### src/design/tdc_defines.svh
`ifndef TDC_DEFINES_SVH
`define TDC_DEFINES_SVH

// host flow control
`define TDC_CMD_CREDITS 2

// spi framing
`define TDC_SPI_DIV     2   // clocks per sclk half period
`define TDC_CS_SETUP    2
`define TDC_CS_GAP      2
`define TDC_CFG_LAST    9   // arming word index

// measurement timing
`define TDC_TRIG_FILT   3
`define TDC_STOP_DLY    16
`define TDC_EN_LOW      4

`define TDC_CMD_START   8'h68   // "h"
`define TDC_CMD_ABORT   8'h73   // "s"

`endif

### src/design/tdc_pkg.sv
package tdc_pkg;

  typedef logic [7:0]  cmd_byte_t;   // one host command byte
  typedef logic [3:0]  cfg_addr_t;   // config table index
  typedef logic [15:0] cfg_word_t;   // one spi frame to the chip

  // measurement sequencer states
  typedef enum logic [2:0] {
    idle,
    cs_setup,
    shift,
    cs_gap,
    trig_wait,
    stop_wait,
    en_low
  } ctrl_state_t;

endpackage

### src/design/cmd_rx.sv
`timescale 1ns/1ps
`include "tdc_defines.svh"

module cmd_rx (
  input  logic                clk,
  input  logic                rst,
  input  logic                cmd_valid,
  input  tdc_pkg::cmd_byte_t  cmd_data,
  output logic                cmd_credit,
  output logic                go,
  output logic                abort
);
  import tdc_pkg::*;

  localparam int DEPTH = `TDC_CMD_CREDITS;
  localparam int PW    = $clog2(DEPTH);
  localparam int CW    = $clog2(DEPTH + 1);

  localparam logic [PW-1:0] PTR_LAST = PW'(DEPTH - 1);
  localparam logic [CW-1:0] FULL     = CW'(DEPTH);

  cmd_byte_t     mem [DEPTH];
  cmd_byte_t     head;
  logic [PW-1:0] wr_ptr;
  logic [PW-1:0] rd_ptr;
  logic [CW-1:0] count;
  logic          pop;

  assign head = mem[rd_ptr];
  assign pop  = (count != '0);   // drain one byte every cycle

  // every pop frees an entry and hands a credit back
  assign cmd_credit = pop;
  assign go         = pop && (head == `TDC_CMD_START);
  assign abort      = pop && (head == `TDC_CMD_ABORT);

  always_ff @(posedge clk) begin
    if (cmd_valid) mem[wr_ptr] <= cmd_data;
  end

  always_ff @(posedge clk) begin
    if (rst) begin
      wr_ptr <= '0;
      rd_ptr <= '0;
      count  <= '0;
    end else begin
      if (cmd_valid) wr_ptr <= (wr_ptr == PTR_LAST) ? '0 : wr_ptr + 1'b1;
      if (pop)       rd_ptr <= (rd_ptr == PTR_LAST) ? '0 : rd_ptr + 1'b1;
      case ({cmd_valid, pop})
        2'b10:   count <= count + 1'b1;
        2'b01:   count <= count - 1'b1;
        default: count <= count;
      endcase
    end
  end

  // host must never send without a credit in hand
  assert property (@(posedge clk) disable iff (rst) cmd_valid |-> count != FULL)
    else $error("cmd_rx: byte 0x%02h arrived with buffer full", cmd_data);

endmodule

### src/design/tdc_cfg_rom.sv
`timescale 1ns/1ps
`include "tdc_defines.svh"

module tdc_cfg_rom (
  input  logic               clk,
  input  tdc_pkg::cfg_addr_t cfg_addr,
  output tdc_pkg::cfg_word_t cfg_word
);

  // high byte 0x40 + k, low byte k * 0x11
  always_ff @(posedge clk) begin
    case (cfg_addr)
      4'd0:                cfg_word <= 16'h4000;
      4'd1:                cfg_word <= 16'h4111;
      4'd2:                cfg_word <= 16'h4222;
      4'd3:                cfg_word <= 16'h4333;
      4'd4:                cfg_word <= 16'h4444;
      4'd5:                cfg_word <= 16'h4555;
      4'd6:                cfg_word <= 16'h4666;
      4'd7:                cfg_word <= 16'h4777;
      4'd8:                cfg_word <= 16'h4888;
      4'(`TDC_CFG_LAST):   cfg_word <= 16'h4003;   // arms the chip
      default:             cfg_word <= 16'h0000;
    endcase
  end

endmodule

### src/design/tdc_control.sv
`timescale 1ns/1ps
`include "tdc_defines.svh"

module tdc_control (
  input  logic               clk,
  input  logic               rst,
  input  logic               go,
  input  logic               abort,
  input  logic               spi_done,
  input  logic               tdc_trig,
  output tdc_pkg::cfg_addr_t cfg_addr,
  output logic               spi_start,
  output logic               spi_cancel,
  output logic               cs_n,
  output logic               enable,
  output logic               start_signal,
  output logic               stop_signal
);
  import tdc_pkg::*;

  // terminal counts of the shared timer
  localparam logic [4:0] SETUP_LAST = 5'(`TDC_CS_SETUP - 1);
  localparam logic [4:0] GAP_LAST   = 5'(`TDC_CS_GAP - 1);
  localparam logic [4:0] FILT_LAST  = 5'(`TDC_TRIG_FILT - 1);
  localparam logic [4:0] STOP_LAST  = 5'(`TDC_STOP_DLY - 1);
  localparam logic [4:0] EN_LAST    = 5'(`TDC_EN_LOW - 1);

  localparam cfg_addr_t ADDR_LAST = cfg_addr_t'(`TDC_CFG_LAST);

  ctrl_state_t state;
  logic [4:0]  cnt;

  always_ff @(posedge clk) begin
    if (rst) begin
      state        <= idle;
      cnt          <= '0;
      cfg_addr     <= '0;
      spi_start    <= 1'b0;
      spi_cancel   <= 1'b0;
      cs_n         <= 1'b1;
      enable       <= 1'b1;
      start_signal <= 1'b0;
      stop_signal  <= 1'b0;
    end else begin
      // single cycle strobes
      spi_start    <= 1'b0;
      spi_cancel   <= 1'b0;
      start_signal <= 1'b0;
      stop_signal  <= 1'b0;

      if (abort) begin
        // hardware reset of the chip from any state
        state      <= en_low;
        cnt        <= '0;
        cfg_addr   <= '0;
        cs_n       <= 1'b1;
        enable     <= 1'b0;
        spi_cancel <= 1'b1;
      end else begin
        case (state)
          idle: begin
            if (go) begin
              state    <= cs_setup;
              cnt      <= '0;
              cfg_addr <= '0;
              cs_n     <= 1'b0;
            end
          end

          cs_setup: begin
            // rom word settles while cs is already low
            if (cnt == SETUP_LAST) begin
              state     <= shift;
              cnt       <= '0;
              spi_start <= 1'b1;
            end else begin
              cnt <= cnt + 1'b1;
            end
          end

          shift: begin
            if (spi_done) begin
              cs_n  <= 1'b1;
              cnt   <= '0;
              state <= (cfg_addr == ADDR_LAST) ? trig_wait : cs_gap;
            end
          end

          cs_gap: begin
            if (cnt == GAP_LAST) begin
              state    <= cs_setup;
              cnt      <= '0;
              cfg_addr <= cfg_addr + 1'b1;   // next table entry
              cs_n     <= 1'b0;
            end else begin
              cnt <= cnt + 1'b1;
            end
          end

          trig_wait: begin
            // count consecutive high samples, any low restarts
            if (!tdc_trig) begin
              cnt <= '0;
            end else if (cnt == FILT_LAST) begin
              state        <= stop_wait;
              cnt          <= '0;
              start_signal <= 1'b1;
            end else begin
              cnt <= cnt + 1'b1;
            end
          end

          stop_wait: begin
            if (cnt == STOP_LAST) begin
              state       <= idle;
              cnt         <= '0;
              stop_signal <= 1'b1;
            end else begin
              cnt <= cnt + 1'b1;
            end
          end

          en_low: begin
            if (cnt == EN_LAST) begin
              state  <= idle;
              cnt    <= '0;
              enable <= 1'b1;   // chip released
            end else begin
              cnt <= cnt + 1'b1;
            end
          end

          default: begin
            state <= idle;
            cnt   <= '0;
          end
        endcase
      end
    end
  end

  // a frame only starts inside a chip select window
  assert property (@(posedge clk) disable iff (rst) spi_start |-> !cs_n)
    else $error("tdc_control: spi_start with cs_n high, addr 0x%01h", cfg_addr);

  assert property (@(posedge clk) disable iff (rst) !(start_signal && stop_signal))
    else $error("tdc_control: start and stop pulses overlap");

endmodule

### src/design/spi_master.sv
`timescale 1ns/1ps
`include "tdc_defines.svh"

module spi_master (
  input  logic               clk,
  input  logic               rst,
  input  logic               spi_start,
  input  logic               spi_cancel,
  input  tdc_pkg::cfg_word_t cfg_word,
  output logic               spi_busy,
  output logic               spi_done,
  output logic               sclk,
  output logic               mosi
);
  import tdc_pkg::*;

  localparam int DIV = `TDC_SPI_DIV;

  localparam logic [3:0] DIV_LAST = 4'(DIV - 1);
  localparam logic [3:0] DIV_DONE = 4'(DIV - 2);   // last high phase ends a cycle early

  cfg_word_t  shift_reg;
  logic [3:0] div_cnt;
  logic [3:0] bit_cnt;
  logic       launch;
  logic       fall;
  logic       last;

  assign launch = spi_start && !spi_busy;
  // end of a high phase, data moves on with the falling edge
  assign fall   = spi_busy && sclk && (div_cnt == DIV_LAST);
  assign last   = spi_busy && sclk && (bit_cnt == 4'hf) && (div_cnt == DIV_DONE);

  assign mosi = spi_busy && shift_reg[15];   // msb first

  always_ff @(posedge clk) begin
    if (rst || spi_cancel) begin
      spi_busy <= 1'b0;
      spi_done <= 1'b0;
      sclk     <= 1'b1;
      div_cnt  <= '0;
      bit_cnt  <= '0;
    end else begin
      spi_done <= 1'b0;
      if (launch) begin
        spi_busy <= 1'b1;
        sclk     <= 1'b0;   // first low phase holds bit 15
        div_cnt  <= '0;
        bit_cnt  <= '0;
      end else if (last) begin
        // sclk is already high, which is its idle level
        spi_busy <= 1'b0;
        spi_done <= 1'b1;
        div_cnt  <= '0;
      end else if (spi_busy) begin
        if (div_cnt == DIV_LAST) begin
          div_cnt <= '0;
          sclk    <= ~sclk;
          if (sclk) bit_cnt <= bit_cnt + 1'b1;
        end else begin
          div_cnt <= div_cnt + 1'b1;
        end
      end
    end
  end

  always_ff @(posedge clk) begin
    if (launch) begin
      shift_reg <= cfg_word;
    end else if (fall) begin
      shift_reg <= {shift_reg[14:0], 1'b0};
    end
  end

  // sequencer must wait for the previous frame to finish
  assert property (@(posedge clk) disable iff (rst) spi_start |-> !spi_busy)
    else $error("spi_master: spi_start while busy, word 0x%04h", cfg_word);

endmodule

### src/design/tdc_top.sv
`timescale 1ns/1ps

module tdc_top (
  input  logic               clk,
  input  logic               rst,
  input  logic               cmd_valid,
  input  tdc_pkg::cmd_byte_t cmd_data,
  output logic               cmd_credit,
  input  logic               tdc_trig,
  output logic               sclk,
  output logic               mosi,
  output logic               cs_n,
  output logic               enable,
  output logic               start_signal,
  output logic               stop_signal
);
  import tdc_pkg::*;

  logic      go;
  logic      abort;
  logic      spi_start;
  logic      spi_cancel;
  logic      spi_done;
  cfg_addr_t cfg_addr;
  cfg_word_t cfg_word;

  // host bytes in, start and abort strobes out
  cmd_rx u_cmd_rx (
    .clk        (clk),
    .rst        (rst),
    .cmd_valid  (cmd_valid),
    .cmd_data   (cmd_data),
    .cmd_credit (cmd_credit),
    .go         (go),
    .abort      (abort)
  );

  tdc_control u_tdc_control (
    .clk          (clk),
    .rst          (rst),
    .go           (go),
    .abort        (abort),
    .spi_done     (spi_done),
    .tdc_trig     (tdc_trig),
    .cfg_addr     (cfg_addr),
    .spi_start    (spi_start),
    .spi_cancel   (spi_cancel),
    .cs_n         (cs_n),
    .enable       (enable),
    .start_signal (start_signal),
    .stop_signal  (stop_signal)
  );

  tdc_cfg_rom u_tdc_cfg_rom (
    .clk      (clk),
    .cfg_addr (cfg_addr),
    .cfg_word (cfg_word)
  );

  // busy is only watched inside the master
  spi_master u_spi_master (
    .clk        (clk),
    .rst        (rst),
    .spi_start  (spi_start),
    .spi_cancel (spi_cancel),
    .cfg_word   (cfg_word),
    .spi_busy   (),
    .spi_done   (spi_done),
    .sclk       (sclk),
    .mosi       (mosi)
  );

endmodule

### config.mk
export PLATFORM = sky130hd
export DESIGN_NAME = tdc_top
export DESIGN_NICKNAME = d
export VERILOG_FILES = /design/src/design/tdc_pkg.sv /design/src/design/cmd_rx.sv /design/src/design/tdc_cfg_rom.sv /design/src/design/tdc_control.sv /design/src/design/spi_master.sv /design/src/design/tdc_top.sv
export VERILOG_INCLUDE_DIRS = /design/src /design/src/design
export SDC_FILE = /design/constraint.sdc
export NUM_CORES = 1
export LEC_CHECK = 0
export CORE_ASPECT_RATIO = 0.9
export CORE_MARGIN = 1
export CORE_UTILIZATION = 35
export CTS_CLUSTER_DIAMETER = 80
export DETAILED_ROUTE_END_ITERATION = 8
export DONT_BUFFER_PORTS = 1
export PLACE_DENSITY = 0.57
export SLEW_MARGIN = 20
export SYNTH_ARGS = -nofsm -noshare
export SYNTH_HDL_FRONTEND = slang
export SYNTH_SLANG_ARGS = --single-unit
### constraint.sdc
create_clock -name clk -period 1.9 [get_ports clk]
set_clock_uncertainty 0.1 [all_clocks]
set_input_delay 0.19 -clock clk [delete_from_list [all_inputs] [get_ports clk]]
set_output_delay 0.19 -clock clk [all_outputs]
set_load 0.02 [all_outputs]
* After elaboration in Yosys (flattened, before gate mapping)
Memories as Yosys holds them, arrays and structs flattened. A register that Yosys moved wholly into a read port is not among the register bits. Index checks and enable logic that the tools add are counted.
Word-level totals: bits in registers 65, RAM bits 16, ROM bits 208, output and inout port bits 7, logic and storage cells 157, memories 2
Memories:
- (name not given) | depth 16, width 13, rd ports 1, clocked after memory_dff 1, write ports 0, line tdc_cfg_rom.sv:12 | case (cfg_addr)
- u_cmd_rx.mem | depth 2, width 8, rd ports 1, clocked after memory_dff 1, write ports 1, line cmd_rx.sv:22 | cmd_byte_t mem [DEPTH];
Operators by class: $add $sub $neg 8, equal/unequal tests 34, muxes and demuxes 50, bitwise logic cells 6, reductions and logical operators 37
Operator list (count):
- 5-bit two-way mux | 7
- 16-bit two-way mux | 2
- 3-bit two-way mux | 10
- 5-bit one-hot mux with 6 select lines | 1
- 1-bit two-way mux | 23
- 3-bit one-hot mux with 7 select lines | 1
- 3-bit by 2-bit != test with 1-bit output, second input constant | 6
- 2-bit nonzero test | 9
- 8-bit by 7-bit equality test with 1-bit output, second input constant | 2
- 8-bit AND reduction | 2
- 2-bit by 1-bit != test with 1-bit output, second input constant | 7
- 4-bit by 1-bit adder with 4-bit output, second input constant | 3
- 4-bit two-way mux | 3
- 5-bit by 2-bit equality test with 1-bit output, second input constant | 2
- 3-bit equality test, second input constant | 3
- 3-bit OR reduction | 3
- 4-bit equality test, second input constant | 2
- 1-bit logical AND | 8
- 4-bit one-hot mux with 2 select lines | 1
- 4-bit AND reduction | 2
- 3-bit by 2-bit equality test with 1-bit output, second input constant | 2
- 3-bit != test, second input constant | 2
- 1-bit NOT | 6
- 3-bit AND reduction | 2
- other kinds (21) | 26

* Depth between registers and ports, before layout
Gate-level depths: netlist (run 1).
word-level depth 5, gate-level depth with buffers 8, gate-level depth less buffers 8

* Cells and area by module
Synthesis (run 1) repeated with hierarchy kept, for this count alone.
Unflattened totals: cell total of the unflattened synthesis 326, area total of the unflattened synthesis 3316.9 µm²
By module, submodules not included:
- spi_master | instances 1, cells an instance 124, area each 1186.1 µm², sequential area each 700.7 µm²
- tdc_control | instances 1, cells an instance 127, area each 1067.3 µm², sequential area each 360.3 µm²
- cmd_rx | instances 1, cells an instance 50, area each 792.0 µm², sequential area each 580.6 µm²
- tdc_cfg_rom | instances 1, cells an instance 25, area each 271.5 µm², sequential area each 140.1 µm²

* Least setup slack after synthesis (run 1)
Ideal clock, no wire load.
kind register -> register, start register u_tdc_control.cnt[0], end register u_tdc_control.cnt[3], library setup time 0.134 ns, arrival 1.807 ns, setup slack -0.141 ns, cell stages (with the launch flop) 7, path buffers 0, period minus slack after synthesis 2.041 ns, cells stage by stage dfxtp_1 -> ha_1 -> nor4b_1 -> o32ai_2 -> a311o_1 -> a41oi_1 -> a311oi_1
On the way: word-level cells in the longest chain between the ends 4, elaborated cells on any way between the ends 11
RTL lines:
- from (decl) | line tdc_control.sv:31 | logic [4:0] cnt;
- from (signal assigned) | line tdc_control.sv:77 | cnt <= cnt + 1'b1;
- from (signal assigned) | line tdc_control.sv:96 | cnt <= cnt + 1'b1;
- from (signal assigned) | line tdc_control.sv:109 | cnt <= cnt + 1'b1;
- 5-bit by 1-bit adder with 5-bit output / 5-bit by 2-bit equality test with 1-bit output (equally long branches)
- 5-bit two-way mux | line tdc_control.sv:104 | end else if (cnt == FILT_LAST) begin
- 5-bit two-way mux | line tdc_control.sv:102 | if (!tdc_trig) begin
- 5-bit one-hot mux with 6 select lines * | line tdc_control.sv:60 | case (state)
Every way passes the cells marked *; elsewhere a longest branch is shown, timed or not. A chain may end at the register's enable or synchronous reset.

==> run summary, run 1 <==
==================================================================================================
Synth Area per Inst .................................................................    10.8 um^2
GRT Residual Overflow ...............................................................            0
Hpwl dp .............................................................................      4250 um
GR Util All Layers ..................................................................        14.3%
Critical path data required time ....................................................      2.04 ns
Fraction of registers with async set or reset after synthesis .......................           0%
Time the worst path needs with I/O delays and setup .................................      1.94 ns
CTS tree ............................................................................         done
Critical path data arrival time .....................................................      2.08 ns
Fin crit share ......................................................................         102%
Post-synthesis sequential element count .............................................           73
Most common cell after layout, fill and taps aside .................................. sky130_fd_sc_hd__nand2_1
RR Endpoint ......................................................................... u_tdc_control.cfg_addr[1]
CTS sink count ......................................................................           73
Summed instance area of the synthesized netlist ..................................... 0.00325 mm^2
Transition time of the tightest slew-check pin ......................................     0.637 ns
Worst Hold Depth ....................................................................            2
Nets ................................................................................          369
Commonest cells after routing, fill and taps aside .................................. sky130_fd_sc_hd__nand2_1, sky130_fd_sc_hd__buf_4, sky130_fd_sc_hd__dfxtp_1
Internal power consumption ..........................................................    0.00304 W
Clock transition time at the flip-flop clock pins of the worst setup and hold paths .      0.07 ns
Die width ...........................................................................       104 um
Normalized max-slew margin ..........................................................        57.4%
Clock latency at the later pin of the worst-skew pair ...............................      0.35 ns
Gate count of the mapped netlist ....................................................          302
Max Cap Viol ........................................................................            0
EDFF count, synth ...................................................................           32
Critical path startpoint category ...................................................    flip-flop
Combinational share of power ........................................................        25.1%
Sequential cell fraction of total power .............................................        44.4%
Type of element capturing the critical path .........................................    flip-flop
Cell area after placement ........................................................... 0.00363 mm^2
Pwr Density ......................................................................... 1030 mW/mm^2
Max-slew violations .................................................................            0
Maximum number of pins on one net before global-route repair ........................           17
Number of diodes added for antenna fixing ...........................................            0
Number of antenna violations at the first check in global routing ...................            0
Num CTS Buffers .....................................................................            9
Critical-path maximum fanout ........................................................            4
Synth-to-Final Area Change ..........................................................        26.9%
Status .............................................................................. finished, violations left
Share of total power in the clock network ...........................................        30.5%
Yosys warns .........................................................................            0
Static power due to leakage .........................................................      1.55 nW
End point of the most critical hold path ............................................ u_tdc_control.cfg_addr[1]
Via count of the first global-routing pass ..........................................        2,338
Type of the worst setup path ........................................................ flip-flop to flip-flop
Gp weighted congestion ..............................................................        0.782
Root buffer selected by CTS ......................................................... sky130_fd_sc_hd__clkbuf_8
DIE HEIGHT ..........................................................................      93.5 um
Share of the yosys chip area belonging to registers .................................        54.8%
Number of non-filler instances in the completed layout ..............................          472
Global-route wire length before repair ..............................................    10,900 um
RSZ-0062 raised after global routing ................................................          yes
Hold Path Origin ....................................................................          rst
Number of design-rule violations left by the first detailed-router iteration ........           91
Total Wirelength ....................................................................      6250 um
First-pass iteration count of the detailed router ...................................            6
Detailed-route via count ............................................................        2,314
Minimum setup slack in the final design .............................................   -0.0414 ns
Post-route cell area ................................................................ 0.00413 mm^2
Total power of the final layout .....................................................    0.00425 W
Number of cells in the design after placement .......................................          442
Library cells used by synthesis .....................................................           61
Chain of cells forming the critical path ............................................ or4b_4 > o22ai_2 > o21ai_2 > o22a_4 > mux2_4
Violated checks ..................................................................... negative setup slack
Slowest-stage cell, CP .............................................................. sky130_fd_sc_hd__or4b_4
I/O Buffers .........................................................................            0
ANT nets after route ................................................................            0
Tightest Hold Check Type ............................................................ input port to flip-flop
Hold violation total from the final report ..........................................            0
Delay of the slowest critical-path stage ............................................      0.53 ns
Starting density of the core ........................................................        36.9%
Via-per-instance ratio ..............................................................         4.90
Share of cells above drive strength 1 ...............................................        25.2%
Residual DRC ........................................................................            0
Peak Freq ...........................................................................    0.515 GHz
Main flop type after synthesis ...................................................... sky130_fd_sc_hd__dfxtp_1
Post-Synthesis Net Count ............................................................          323
Die Area ............................................................................ 0.00968 mm^2
Ports ...............................................................................           19
Net Sw Power ........................................................................    0.00121 W
Total buffers and inverters traversed by the critical path ..........................            0
Slack of the worst reg-to-reg path ..................................................     -0.04 ns
Cell type group with the largest total delay on the critical path ................... simple AND/OR/NAND/NOR gates
Proportion of total power due to net switching ......................................        28.6%
R2R Path Start ...................................................................... u_cmd_rx.mem[0][1]
Cell row count ......................................................................           32
Post-Place Worst Slack ..............................................................    -0.104 ns
Final hold slack ....................................................................    0.0670 ns
Final setup violating endpoints .....................................................            1
Routed len/inst .....................................................................      13.2 um
Deepest level of the CTS H-tree .....................................................            3
Core box area ....................................................................... 0.00881 mm^2
Max Buffers Root-to-Sink ............................................................            2
Worst reg2reg path depth ............................................................            5
Worst voltage drop across the vdd grid ..............................................       692 uV
==================================================================================================
==> power by group through the flow <==
stage / Sequential [W] / Combinational [W] / Clock, W
floorplan: 0.00184 / 0.000604 / 0
global placement: 0.00190 / 0.000923 / 0
detailed placement: 0.00190 / 0.000916 / 0
CTS: 0.00187 / 0.00101 / 0.00134
global route: 0.00190 / 0.00117 / 0.00140
finish: 0.00189 / 0.00107 / 0.00130
==> Yosys cell counts, types with 2 or more instances <==
library cell / instances / share of area [%]
sky130_fd_sc_hd__nand2_1: 42 / 4.8
sky130_fd_sc_hd__dfxtp_1: 41 / 25
sky130_fd_sc_hd__edfxtp_1: 32 / 30
sky130_fd_sc_hd__nor2_1: 22 / 2.5
sky130_fd_sc_hd__clkbuf_1: 10 / 1.2
sky130_fd_sc_hd__inv_1: 10 / 1.2
sky130_fd_sc_hd__a21oi_1: 9 / 1.4
sky130_fd_sc_hd__ha_1: 9 / 3.5
sky130_fd_sc_hd__o21ai_0: 8 / 1.2
sky130_fd_sc_hd__and2_1: 7 / 1.3
sky130_fd_sc_hd__nand2b_1: 7 / 1.3
sky130_fd_sc_hd__nor3_1: 7 / 1.1
sky130_fd_sc_hd__xor2_1: 7 / 1.9
sky130_fd_sc_hd__nand3_1: 6 / 0.92
sky130_fd_sc_hd__nand3b_1: 6 / 1.4
sky130_fd_sc_hd__nor2b_1: 5 / 0.96
sky130_fd_sc_hd__xnor2_1: 5 / 1.3
sky130_fd_sc_hd__nor4b_1: 4 / 1.1
sky130_fd_sc_hd__o21bai_1: 4 / 0.92
sky130_fd_sc_hd__nand4_1: 3 / 0.58
sky130_fd_sc_hd__nor4_1: 3 / 0.58
sky130_fd_sc_hd__or3_1: 3 / 0.58
sky130_fd_sc_hd__a211oi_1: 2 / 0.46
sky130_fd_sc_hd__a21o_1: 2 / 0.46
sky130_fd_sc_hd__a31o_1: 2 / 0.54
sky130_fd_sc_hd__a31oi_1: 2 / 0.38
sky130_fd_sc_hd__and4b_1: 2 / 0.62
sky130_fd_sc_hd__buf_2: 2 / 0.31
sky130_fd_sc_hd__mux2i_1: 2 / 0.62
sky130_fd_sc_hd__nor3b_1: 2 / 0.46
sky130_fd_sc_hd__nor4b_2: 2 / 0.92
sky130_fd_sc_hd__o211ai_1: 2 / 0.46
sky130_fd_sc_hd__o21ai_2: 2 / 0.54
sky130_fd_sc_hd__o2bb2ai_1: 2 / 0.54
sky130_fd_sc_hd__or2_2: 2 / 0.38
==> metal layers <==
layer	global-route usage [%]	vias up	share of wire, %
met4	5.43	0	1.3
met5	0	-	0
met3	4.95	7	4.0
li1	-	1184	-
met1	17.8	1087	49
met2	22.9	36	46
==> what timing repair did <==
action,in CTS,in global routing
pin swaps,7,5
gates resized for setup,16,14
buffers inserted,4,1
hold buffers,11,0
hold endpoints to repair,31,0
setup endpoints to repair,7,11
==> stage by stage <==
step	TNS [ns]	utilization [%]
5_1_grt	-0.749	46.9
6_report	-0.0414	46.9
4_1_cts	-0.0527	46.0
3_3_place_gp	-0.114	41.3
3_5_place_dp	-0.288	41.3
2_1_floorplan	0	-
==> cell type report <==
type	instances	area (um^2)
fill	833	4680
multi-input combinational	205	1520
tap	119	149
timing repair buffer	49	415
inverter	10	37.5
sequential	73	1790
clock buffer	10	128
clock inverter	6	83.8
==> cells by family after synthesis <==
family | after synthesis | share of synthesized area, %
AND/OR/NAND/NOR | 135 | 23.4
flip-flops | 73 | 54.8
AO/OA/AOI/OAI | 46 | 11.0
buffers and inverters | 24 | 3.08
XOR/XNOR | 12 | 3.23
adder cells (fa/ha/maj) | 9 | 3.46
multiplexers | 3 | 1.08
==> worst max path at each step <==
stage	startpoint	to	slack (ns)	cells after the start
final	u_cmd_rx.mem[0][1]	u_tdc_control.cfg_addr[1]	-0.04	5
after global routing	u_cmd_rx.mem[1][1]	u_tdc_control.cfg_addr[1]	-0.13	5
after CTS	u_cmd_rx.mem[1][1]	u_tdc_control.cfg_addr[1]	-0.05	5
after detailed placement	u_tdc_control.cnt[0]	u_tdc_control.cnt[2]	-0.10	8
after global placement	u_tdc_control.cnt[0]	u_tdc_control.cnt[2]	-0.04	8
after floorplan	u_tdc_control.cnt[0]	u_tdc_control.cnt[3]	0.02	6
Note: power is estimated with default switching activity, not from simulation.
==> run 2, diff against run 1 <==
Settings changed: CORE_UTILIZATION 35 to 56, PLACE_DENSITY 0.57 to 0.8.
==> run 2 against run 1 <==
  * The run still ends with negative setup slack left
  * Design area decreased by 3.2%
  * Largest power group unchanged
  * Critical endpoint is now u_tdc_control.cnt[2]
  * Cell count decreased by 12%
  * Utilization increased by 27 points
  * Clock power decreased by 12%
  * Critical path type unchanged
  * Sequential power about the same
  * Count of clock-buffer cells in the layout decreased by 1
==> run summary, run 2 (synthesized netlist as in run 1, its figures left out) <==
==================================================================================================
Status .............................................................................. finished, violations left
Violated checks ..................................................................... negative setup slack
Slack of the worst reg-to-reg path ..................................................     -0.08 ns
Critical path data arrival time .....................................................      2.12 ns
Proportion of total power due to net switching ......................................        30.2%
Clock transition time at the flip-flop clock pins of the worst setup and hold paths .      0.07 ns
Synth-to-Final Area Change ..........................................................        22.8%
Num CTS Buffers .....................................................................            9
Gp weighted congestion ..............................................................        0.868
Share of cells above drive strength 1 ...............................................        24.1%
Final setup violating endpoints .....................................................            7
Cell row count ......................................................................           25
Most common cell after layout, fill and taps aside .................................. sky130_fd_sc_hd__nand2_1
Hold violation total from the final report ..........................................            0
Detailed-route via count ............................................................        2,413
Post-Place Worst Slack ..............................................................   -0.0538 ns
CTS tree ............................................................................         done
Sequential cell fraction of total power .............................................        46.9%
Root buffer selected by CTS ......................................................... sky130_fd_sc_hd__clkbuf_8
Number of non-filler instances in the completed layout ..............................          416
Core box area ....................................................................... 0.00541 mm^2
Net Sw Power ........................................................................    0.00123 W
Total Wirelength ....................................................................      6800 um
Peak Freq ...........................................................................    0.506 GHz
Number of design-rule violations left by the first detailed-router iteration ........          124
RSZ-0062 raised after global routing ................................................          yes
Critical path data required time ....................................................      2.04 ns
Multi-input gate area in the final layout ........................................... 0.00152 mm^2
Sequential Area ..................................................................... 0.00179 mm^2
Die width ...........................................................................      82.3 um
Global-route wire length before repair ..............................................    10,300 um
Die Area ............................................................................ 0.00612 mm^2
Residual DRC ........................................................................            0
Pwr Density ......................................................................... 1010 mW/mm^2
Starting density of the core ........................................................        60.1%
Deepest level of the CTS H-tree .....................................................            3
Routed len/inst .....................................................................      16.4 um
Number of cells in the design after placement .......................................          382
ANT nets after route ................................................................            0
Maximum number of pins on one net before global-route repair ........................           17
Clock latency at the later pin of the worst-skew pair ...............................      0.35 ns
Nets ................................................................................          366
Transition time of the tightest slew-check pin ......................................     0.679 ns
Commonest cells after routing, fill and taps aside .................................. sky130_fd_sc_hd__nand2_1, sky130_fd_sc_hd__dfxtp_1, sky130_fd_sc_hd__buf_4
Type of the worst setup path ........................................................ flip-flop to flip-flop
CTS sink count ......................................................................           73
Worst Hold Depth ....................................................................            2
Via-per-instance ratio ..............................................................         5.80
Share of total power in the clock network ...........................................        28.0%
Max Cap Viol ........................................................................            0
Number of diodes added for antenna fixing ...........................................            0
Ports ...............................................................................           19
GR Util All Layers ..................................................................        22.9%
Hpwl dp .............................................................................      4170 um
Final core utilization ..............................................................        73.8%
Minimum setup slack in the final design .............................................   -0.0772 ns
Combinational share of power ........................................................        25.1%
Via count of the first global-routing pass ..........................................        2,310
GRT Residual Overflow ...............................................................            0
Total power of the final layout .....................................................    0.00405 W
Normalized max-slew margin ..........................................................        54.6%
Critical path startpoint category ...................................................    flip-flop
Max Buffers Root-to-Sink ............................................................            2
First-pass iteration count of the detailed router ...................................            4
I/O Buffers .........................................................................            0
Static power due to leakage .........................................................      1.52 nW
Time the worst path needs with I/O delays and setup .................................      1.98 ns
Max-slew violations .................................................................            0
Critical-path maximum fanout ........................................................            6
Fin crit share ......................................................................         104%
DIE HEIGHT ..........................................................................      74.3 um
Type of element capturing the critical path .........................................    flip-flop
Tightest Hold Check Type ............................................................ input port to flip-flop
Worst reg2reg path depth ............................................................            5
Worst voltage drop across the vdd grid ..............................................       972 uV
Number of antenna violations at the first check in global routing ...................            0
Filler instances ....................................................................          347
Internal power consumption ..........................................................    0.00283 W
==================================================================================================
[run 2: cell type report]
| cell class | count | share of cell area, % |
|---|---|---|
| flip-flops and latches | 73 | 44.9 |
| repair buffers | 46 | 9.52 |
| inverters | 10 | 1.00 |
| multi-input cells | 205 | 37.9 |
| well taps | 67 | 2.10 |
| clock inverters | 6 | 1.50 |
| clock buffers | 9 | 3.10 |
[run 2: power groups by stage]
stage,registers (W),logic (W),clock network (W)
2_1_floorplan,0.00184,0.000604,0
3_3_place_gp,0.00189,0.000825,0
3_5_place_dp,0.00190,0.000840,0
4_1_cts,0.00186,0.000921,0.00116
5_1_grt,0.00191,0.00109,0.00123
6_report,0.00190,0.00102,0.00114
[run 2: worst max-delay path, cell delays in order (launching register included)]
cell                        delay (ns)
sky130_fd_sc_hd__dfxtp_1          0.60
sky130_fd_sc_hd__nor4b_4          0.12
sky130_fd_sc_hd__nor4b_2          0.34
sky130_fd_sc_hd__a311o_1          0.23
sky130_fd_sc_hd__nand4_1          0.12
sky130_fd_sc_hd__a2111oi_2        0.36
[run 2: metal layers]
metal	wire length, um	track usage (%)	up-vias	part of all wire, %
li1	-	-	1165	-
met5	0	0	-	0
met4	150	10.1	0	2.2
met3	434	6.26	22	6.4
met2	3330	38.0	85	49
met1	2890	28.0	1141	42
[run 2: metrics by stage]
| stage | area, um^2 | TNS [ns] | hold WS (ns) |
|---|---|---|---|
| global placement | 3500 | 0 | 0.161 |
| detailed placement | 3500 | -0.135 | 0.163 |
| CTS | 3860 | -0.0475 | 0.00136 |
| floorplan | 3270 | 0 | 0.189 |
| global route | 4000 | -1.24 | 0.0145 |
| finish | 4000 | -0.250 | 0.00838 |
[run 2: timing repair]
action / CTS / global route
pin swaps: 3 / 11
buffers inserted: 5 / 3
gates cloned: 0 / 0
resized for setup: 6 / 22
endpoints found under the hold margin: 32 / 0
endpoints found under the setup margin: 7 / 16
hold buffers: 11 / 0
[run 2: final timing paths]
check / startpoint / end
min reg2reg: u_tdc_control.spi_cancel / u_spi_master.sclk
max reg2reg: u_tdc_control.cnt[4] / u_tdc_control.cnt[2]
min: rst / u_tdc_control.cfg_addr[2]
max: u_tdc_control.cnt[4] / u_tdc_control.cnt[2]
